`src/source/capture_pkg.sv`:
```
package capture_pkg;

    ////////////////////////////////////////////////////////////////////////////
    // adc sample format
    ////////////////////////////////////////////////////////////////////////////

    localparam int SAMPLE_W = 14;                  // adc data bits per channel
    typedef logic signed [SAMPLE_W-1:0] sample_t;  // two's complement adc word

    localparam int NUM_CH = 2;                     // 0 = channel a, 1 = channel b

    ////////////////////////////////////////////////////////////////////////////
    // trigger and window
    ////////////////////////////////////////////////////////////////////////////

    localparam int POST_LEN = 28;                  // samples after the trigger
    localparam int POS_W    = $clog2(POST_LEN);    // window position counter

    // channel a at or below this opens a window
    localparam sample_t TRIGGER_LEVEL = -14'sd2170;

    ////////////////////////////////////////////////////////////////////////////
    // time stamp and readout
    ////////////////////////////////////////////////////////////////////////////

    localparam int TIME_W = 26;                    // free running time base
    typedef logic [TIME_W-1:0] time_t;

    localparam int WORD_W      = 32;               // processor word
    localparam int LANE_OFFSET = 16;               // channel b starts here

    localparam int COUNT_W = 16;                   // event counter, wraps

endpackage

```
`src/source/channel_window.sv`:
```
`timescale 1ns/1ns

module channel_window
    import capture_pkg::*;
(
    input  logic    ADA_DCO,
    input  logic    hps_fpga_reset_n,
    input  sample_t win_sample,
    input  logic    win_first,
    input  logic    win_active,
    input  logic    win_last,
    output sample_t peak,
    output sample_t tail,
    output logic    ch_done
);

    ////////////////////////////////////////////////////////////////////////////
    // running minimum over the window
    ////////////////////////////////////////////////////////////////////////////

    sample_t run_min;   // most negative so far
    sample_t next_min;  // includes the current sample

    // signed compare, pulses go negative
    always_comb
    begin
        next_min = (win_sample < run_min) ? win_sample : run_min;
    end

    always_ff @(posedge ADA_DCO)
    begin
        if (win_first)
            run_min <= win_sample;  // restart on each window
        else if (win_active)
            run_min <= next_min;

        // results held until the next window closes
        if (win_last)
        begin
            peak <= next_min;
            tail <= win_sample;  // last sample of the window
        end
    end

    ////////////////////////////////////////////////////////////////////////////
    // completion strobe
    ////////////////////////////////////////////////////////////////////////////

    always_ff @(posedge ADA_DCO or negedge hps_fpga_reset_n)
    begin
        if (!hps_fpga_reset_n)
            ch_done <= 1'b0;
        else
            ch_done <= win_last;  // same cycle as peak and tail
    end

    // the window must open together with its first sample
    a_first_in_window : assert property (@(posedge ADA_DCO) disable iff (!hps_fpga_reset_n)
        win_first |-> win_active);

endmodule

```
`src/source/event_store.sv`:
```
`timescale 1ns/1ns

module event_store
    import capture_pkg::*;
(
    input  logic               ADA_DCO,
    input  logic               hps_fpga_reset_n,
    input  sample_t            peak [NUM_CH],
    input  sample_t            tail [NUM_CH],
    input  logic [NUM_CH-1:0]  ch_done,
    input  time_t              win_time,
    input  logic               hps_read,
    output logic [WORD_W-1:0]  data_peak_out,
    output logic [WORD_W-1:0]  data_tail_out,
    output time_t              data_time_out,
    output logic [COUNT_W-1:0] event_count
);

    sample_t           ev_peak [NUM_CH];  // latest event
    sample_t           ev_tail [NUM_CH];
    time_t             ev_time;
    logic [2:0]        read_pipe;         // hps_read history
    logic              read_rise;
    logic [WORD_W-1:0] peak_word;
    logic [WORD_W-1:0] tail_word;

    ////////////////////////////////////////////////////////////////////////////
    // latest event
    ////////////////////////////////////////////////////////////////////////////

    always_ff @(posedge ADA_DCO or negedge hps_fpga_reset_n)
    begin
        if (!hps_fpga_reset_n)
        begin
            for (int i = 0; i < NUM_CH; i++)
            begin
                ev_peak[i] <= '0;
                ev_tail[i] <= '0;
            end
            ev_time     <= '0;
            event_count <= '0;
        end
        else if (ch_done[0])  // channels finish together
        begin
            for (int i = 0; i < NUM_CH; i++)
            begin
                ev_peak[i] <= peak[i];
                ev_tail[i] <= tail[i];
            end
            ev_time     <= win_time;
            event_count <= event_count + COUNT_W'(1);  // wraps at full scale
        end
    end

    ////////////////////////////////////////////////////////////////////////////
    // processor readout
    ////////////////////////////////////////////////////////////////////////////

    // one lane per channel, unused bits stay zero
    always_comb
    begin
        peak_word = '0;
        tail_word = '0;
        for (int i = 0; i < NUM_CH; i++)
        begin
            peak_word[i*LANE_OFFSET +: SAMPLE_W] = ev_peak[i];
            tail_word[i*LANE_OFFSET +: SAMPLE_W] = ev_tail[i];
        end
    end

    assign read_rise = read_pipe[1] & ~read_pipe[2];  // one pulse per read

    always_ff @(posedge ADA_DCO or negedge hps_fpga_reset_n)
    begin
        if (!hps_fpga_reset_n)
        begin
            read_pipe     <= '0;
            data_peak_out <= '0;
            data_tail_out <= '0;
            data_time_out <= '0;
        end
        else
        begin
            read_pipe <= {read_pipe[1:0], hps_read};
            if (read_rise)
            begin
                data_peak_out <= peak_word;
                data_tail_out <= tail_word;
                data_time_out <= ev_time;
            end
        end
    end

    a_done_aligned : assert property (@(posedge ADA_DCO) disable iff (!hps_fpga_reset_n)
        (ch_done == '0) || (ch_done == '1));

endmodule

```
`src/source/pulse_capture_top.sv`:
```
`timescale 1ns/1ns

module pulse_capture_top
    import capture_pkg::*;
(
    input  logic               ADA_DCO,
    input  logic               hps_fpga_reset_n,
    input  sample_t            ada_d,
    input  sample_t            adb_d,
    input  logic               hps_read,
    output logic [WORD_W-1:0]  data_peak_out,
    output logic [WORD_W-1:0]  data_tail_out,
    output time_t              data_time_out,
    output logic [COUNT_W-1:0] event_count
);

    sample_t           win_sample [NUM_CH];  // aligned window samples
    logic              win_first;
    logic              win_active;
    logic              win_last;
    time_t             win_time;
    sample_t           peak [NUM_CH];        // per channel results
    sample_t           tail [NUM_CH];
    logic [NUM_CH-1:0] ch_done;

    // threshold on channel a drives both channels
    trigger_detect i_trigger_detect (
        .ADA_DCO          (ADA_DCO),
        .hps_fpga_reset_n (hps_fpga_reset_n),
        .ada_d            (ada_d),
        .adb_d            (adb_d),
        .win_sample       (win_sample),
        .win_first        (win_first),
        .win_active       (win_active),
        .win_last         (win_last),
        .win_time         (win_time)
    );

    for (genvar i = 0; i < NUM_CH; i++)
    begin : g_ch
        channel_window i_channel_window (
            .ADA_DCO          (ADA_DCO),
            .hps_fpga_reset_n (hps_fpga_reset_n),
            .win_sample       (win_sample[i]),
            .win_first        (win_first),
            .win_active       (win_active),
            .win_last         (win_last),
            .peak             (peak[i]),
            .tail             (tail[i]),
            .ch_done          (ch_done[i])
        );
    end

    event_store i_event_store (
        .ADA_DCO          (ADA_DCO),
        .hps_fpga_reset_n (hps_fpga_reset_n),
        .peak             (peak),
        .tail             (tail),
        .ch_done          (ch_done),
        .win_time         (win_time),
        .hps_read         (hps_read),
        .data_peak_out    (data_peak_out),
        .data_tail_out    (data_tail_out),
        .data_time_out    (data_time_out),
        .event_count      (event_count)
    );

endmodule

```
`src/source/trigger_detect.sv`:
```
`timescale 1ns/1ns

module trigger_detect
    import capture_pkg::*;
(
    input  logic    ADA_DCO,
    input  logic    hps_fpga_reset_n,
    input  sample_t ada_d,
    input  sample_t adb_d,
    output sample_t win_sample [NUM_CH],
    output logic    win_first,
    output logic    win_active,
    output logic    win_last,
    output time_t   win_time
);

    sample_t          samp_q [NUM_CH];  // input register, one per channel
    time_t            time_q;           // time stamp aligned with samp_q
    time_t            time_cnt;         // free running
    time_t            trig_time;        // stamp of the open window
    logic             busy;             // window open
    logic [POS_W-1:0] pos;              // samples already sent

    logic trig;
    assign trig = !busy && (samp_q[0] <= TRIGGER_LEVEL);  // only looked at when idle

    // sample capture and window payload
    always_ff @(posedge ADA_DCO)
    begin
        samp_q[0]  <= ada_d;
        samp_q[1]  <= adb_d;
        time_q     <= time_cnt;
        win_sample <= samp_q;
        if (trig)
            trig_time <= time_q;
        if (busy && pos == POS_W'(POST_LEN - 1))
            win_time <= trig_time;  // held until the next window closes
    end

    // time base and window sequencing
    always_ff @(posedge ADA_DCO or negedge hps_fpga_reset_n)
    begin
        if (!hps_fpga_reset_n)
        begin
            time_cnt   <= '0;
            busy       <= 1'b0;
            pos        <= '0;
            win_first  <= 1'b0;
            win_active <= 1'b0;
            win_last   <= 1'b0;
        end
        else
        begin
            time_cnt  <= time_cnt + 1'b1;
            win_first <= trig;
            if (trig)
            begin
                busy       <= 1'b1;
                pos        <= POS_W'(1);  // triggering sample is the first one
                win_active <= 1'b1;
                win_last   <= 1'b0;
            end
            else if (busy)
            begin
                pos        <= pos + 1'b1;
                win_active <= 1'b1;
                win_last   <= (pos == POS_W'(POST_LEN - 1));
                if (pos == POS_W'(POST_LEN - 1))
                    busy <= 1'b0;  // rearm for the next sample
            end
            else
            begin
                win_active <= 1'b0;
                win_last   <= 1'b0;
            end
        end
    end

    a_first_not_last : assert property (@(posedge ADA_DCO) disable iff (!hps_fpga_reset_n)
        !(win_first && win_last));
    a_last_in_window : assert property (@(posedge ADA_DCO) disable iff (!hps_fpga_reset_n)
        win_last |-> win_active);

endmodule
```
`config.mk`:
```
export PLATFORM = sky130hd
export DESIGN_NAME = pulse_capture_top
export DESIGN_NICKNAME = d
export VERILOG_FILES = /design/src/source/capture_pkg.sv /design/src/source/channel_window.sv /design/src/source/event_store.sv /design/src/source/pulse_capture_top.sv /design/src/source/trigger_detect.sv
export SDC_FILE = /design/constraint.sdc
export NUM_CORES = 1
export LEC_CHECK = 0
export BUFFER_PORTS_ARGS = -buffer_cell sky130_fd_sc_hd__buf_4
export CAP_MARGIN = 5
export CORE_MARGIN = 5
export CORE_UTILIZATION = 40
export DETAILED_ROUTE_END_ITERATION = 10
export PLACE_DENSITY = 0.71
export SYNTH_ARGS = -nofsm -noshare
export SYNTH_HDL_FRONTEND = slang
export SYNTH_HIERARCHICAL = 1
export SYNTH_SLANG_ARGS = --single-unit
```
`constraint.sdc`:
```
create_clock -name ADA_DCO -period 3.22 [get_ports ADA_DCO]
set_clock_uncertainty 0.05 [all_clocks]
set_input_delay 0.161 -clock ADA_DCO [delete_from_list [all_inputs] [get_ports ADA_DCO]]
set_output_delay 0.161 -clock ADA_DCO [all_outputs]
set_load 0.02 [all_outputs]
```
Word-level counts from Yosys, hierarchy flattened
Cells that the tools add are included.

operators by class
  add/sub/neg operators = 3
  $mul = 0
  div/mod/pow operators = 0
  magnitude comparators = 3
  eq/ne operators = 1
  shifts and indexed selects = 0
  muxes and demuxes = 15
  bitwise logic cells = 2
  reduce and logical (&&, ||, !) cells = 5

operators by type and width
  operator                                                                 count
  14-bit two-way mux                                                       6
  14-bit < comparator                                                      2
  26-bit by 1-bit adder with 26-bit output, second input constant          1
  16-bit by 1-bit adder with 16-bit output, second input constant          1
  14-bit by 13-bit <= comparator with 1-bit output, second input constant  1
  5-bit two-way mux                                                        2
  1-bit two-way mux                                                        7
  5-bit by 1-bit adder with 5-bit output, second input constant            1
  5-bit == test, second input constant                                     1
  2-bit nonzero test                                                       2
  1-bit logical AND                                                        2
  1-bit AND                                                                1
  1-bit zero test                                                          1
  1-bit inverter                                                           1

word-level totals
  register bits after elaboration = 437
  latch bits = 0
  RAM bits = 0
  memory bits (read-only) = 0
  bits of input ports = 31
  output and inout bits = 106
  word-level logic and storage cells = 59
  memories = 0

Logic depth before layout (Yosys ltp)
  word-level depth = 4
  mapped depth = 9
  mapped depth without buffers = 8

Hierarchy
The synthesis kept the hierarchy.

modules (own cells, without submodules)
  module          times used  cells an instance  area each (µm²)  sequential area each (µm²)
  event_store     1           416                6891.6           4579.4
  trigger_detect  1           271                4759.6           4078.9
  channel_window  2           145                2102.0           1286.2

Worst setup path before layout
Ideal clock, no wire load.

  path type = flip-flop to flip-flop
  start point = register i_trigger_detect.pos[0]
  end point = register i_trigger_detect.win_time[0] (enable)
  library setup time = 444 ps
  arrival = 2530 ps
  required time = 2726 ps
  slack = 196 ps
  stages on the path, launching flop included = 4
  buffers on the path = 0
  period minus slack after synthesis = 3024 ps
  cells stage by stage = dfrtp_1 ha_1 nand2_1 nor3_1

between the ends
  longest elaborated chain between the ends = 2

RTL lines
  element                   RTL line              source
  start: declaration        trigger_detect.sv:22  logic [POS_W-1:0] pos;
  start signal: assignment  trigger_detect.sv:65  pos <= pos + 1'b1;
  5-bit == test             trigger_detect.sv:36  if (busy && pos == POS_W'(POST_LEN - 1))
  1-bit logical AND         trigger_detect.sv:36
  end signal: assignment    trigger_detect.sv:37  win_time <= trig_time;
  end: declaration          trigger_detect.sv:14  output time_t win_time

No other way between the ends.
A chain may end at the register's enable or synchronous reset.

Worst setup path after layout
  start point = register g_ch[1].i_channel_window.run_min[13]
  end point = register g_ch[1].i_channel_window.peak[5] (data pin)

between the ends
  longest elaborated chain between the ends = 2

RTL lines
  element                                   RTL line              source
  start: declaration                        channel_window.sv:21  sample_t run_min;
  start signal: assignment                  channel_window.sv:33  run_min <= win_sample;
  start signal: assignment                  channel_window.sv:35  run_min <= next_min;
  14-bit < comparator                       channel_window.sv:27  next_min = (win_sample < run_min) ? win_sample : run_min;
  14-bit two-way mux                        channel_window.sv:27
  net g_ch[1].i_channel_window.next_min[5]  channel_window.sv:22  sample_t next_min;
  end signal: assignment                    channel_window.sv:40  peak <= next_min;
  end: declaration                          channel_window.sv:12  output sample_t peak,

The timed path passes the listed nets, and every way through them passes these cells.

==> results.tsv <==
metric	value	unit
Hold Buf Count CTS	30	
Hold Path Class	in -> async	
commonest non-fill, non-tap cell in the layout	dfrtp_1	
Final Wtd Congestion	0.8146	
Clk pin slew, worst setup/hold paths	60	ps
WL/cell	17.03	um
crit start category	flip-flop	
Die X	208.9	um
postcts setup bufs	0	
Final Max Tran Viols	0	
die area	43650	um^2
drt pass-1 iters	5	
CTS Root Cell	clkbuf_16	
Avg Vias per Cell	4.835	
Slew @ Worst Pin	844.0	ps
IO Count	137	
initial antenna violation count	0	
global-route wire length before repair	47.49	mm
number of port buffers	128	
Yosys warning count	6	
drc violations	0	
total CTS buffers	45	
Fill cells	3276	
Arr. time, crit path	3300	ps
final hold slack	157.4	ps
Final Net Count	1222	
Initial Util	40.68	%
Routed WL	29.25	mm
Finished Layout Cells	1717	
# resized after CTS	0	
TNS Setup	0	ps
maximum VDD drop	502.5	uV
Tmin final	3057	ps
vias	8302	
most frequent cells in the layout	dfrtp_1 (217), mux2_2 (156), buf_4 (142)	
clk_lat worst skew	550	ps
vias in the first global route	8968	
Final Setup Violations	0	
run status	finished clean	
total gr overflow	0	
Max Fanout on Critical Path	14	
PD cells	964.8	nW/um^2
Syn Std Cell Area	15830	um^2
Placed Cells	1603	
gr usage total	13.21	%
antenna cells	0	
RSZ-0062 raised after global routing	no	
Synth-to-Final Area Change	22.25	%
hpwl dp	18.85	mm
Max-slew headroom	43.46	%
Core Util, Final	49.73	%
1st-iter DRT viols	489	
fin crit share	94.94	%
WP data required	3460	ps
# clock sinks	437	
MaxCap Viol Count	0	
CTS Buffer Depth	3	
Site Rows	72	
post-route ant nets	0	
largest net degree at the start of global routing	97	
Chip Height	208.9	um
final hold viol count	0	
CTS tree	yes	
crit end category	flip-flop	
depth of the CTS H-tree	2	
Post-Syn Instances	976	
share of cells above drive strength 1	34.78	%
kind of critical path	reg -> reg	
core box area	38920	um^2
Max Clk Rate	327.1	MHz
leakage	8.489	nW
Mean Syn Cell Area	16.22	um^2
[power breakdown]
part	internal [mW]	leakage, nW	switching, mW	total (mW)
Clock	3.45	0.797	2.13	5.57
Sequential	7.27	4.83	0.801	8.07
Combinational	2.54	2.86	2.49	5.03
[sequential cells by signal, summed over array words and instances, names as in the netlist, 5 cells and up]
| name | flops |
|---|---|
| i_trigger_detect/samp_q | 28 |
| i_event_store/data_time_out | 26 |
| i_event_store/ev_peak | 28 |
| i_event_store/data_tail_out | 28 |
| i_trigger_detect/time_q | 26 |
| i_trigger_detect/trig_time | 26 |
| i_event_store/event_count | 16 |
| i_event_store/data_peak_out | 28 |
| i_trigger_detect/time_cnt | 26 |
| i_trigger_detect/win_time | 26 |
| i_trigger_detect/pos | 5 |
| i_event_store/ev_time | 26 |
| g_ch.i_channel_window/tail | 28 |
| i_event_store/ev_tail | 28 |
| g_ch.i_channel_window/peak | 28 |
| g_ch.i_channel_window/run_min | 28 |
| i_trigger_detect/win_sample | 28 |
[worst max-delay path, stage by stage (launching register included)]
cell and delay [ps]:
edfxtp_1 380, inv_1 60, ha_1 430, nand4_2 190, nor3_1 340, a211oi_2 110, xnor2_2 680, buf_12 240
mux2_2 340
[per-layer routing]
metal	global-route usage [%]	vias up	routed length, um
li1	-	3908	-
met1	16.98	4179	12780
met2	22.29	165	14280
met3	3.014	50	1414
met4	4.365	0	777
met5	0	-	0
[worst paths after layout]
kind	depth (start not counted)	start	slack (ps)	endpoint
max	8	g_ch[1].i_channel_window/run_min[13]	160	g_ch[1].i_channel_window/peak[5]
min	2	hps_fpga_reset_n	160	i_event_store/event_count[10]
max reg2reg	8	g_ch[1].i_channel_window/run_min[13]	160	g_ch[1].i_channel_window/peak[5]
min reg2reg	0	i_trigger_detect/samp_q[6]	280	i_trigger_detect/win_sample[6]
max in group asynchronous	3	hps_fpga_reset_n	1990	i_event_store/data_peak_out[0]
min in group ADA_DCO	2	adb_d[4]	210	i_trigger_detect/samp_q[4]
[metrics by stage]
stage / total power, mW / worst slack [ps] / cell area, um^2
2_1_floorplan: 11.40 / 195.8 / 15860
3_3_place_gp: 13.03 / 291.9 / 17410
3_5_place_dp: 13.19 / 234.2 / 17410
4_1_cts: 18.92 / 188.9 / 19350
5_1_grt: 19.65 / 25.86 / 19350
6_report: 18.67 / 162.8 / 19350
[cell type report]
type                            instances  area, um^2  share of cell area (%)
Clock inverter                         28       377.9                   1.953
Clock buffer                           56        1261                   6.517
Sequential cell                       437       11210                   57.93
Multi-Input combinational cell        467        4282                   22.12
Inverter                               35       131.4                  0.6789
Timing Repair Buffer                  176        1441                   7.448
Tap cell                              518       648.1                   3.349
No activity file was read; power rests on OpenSTA's default activity.
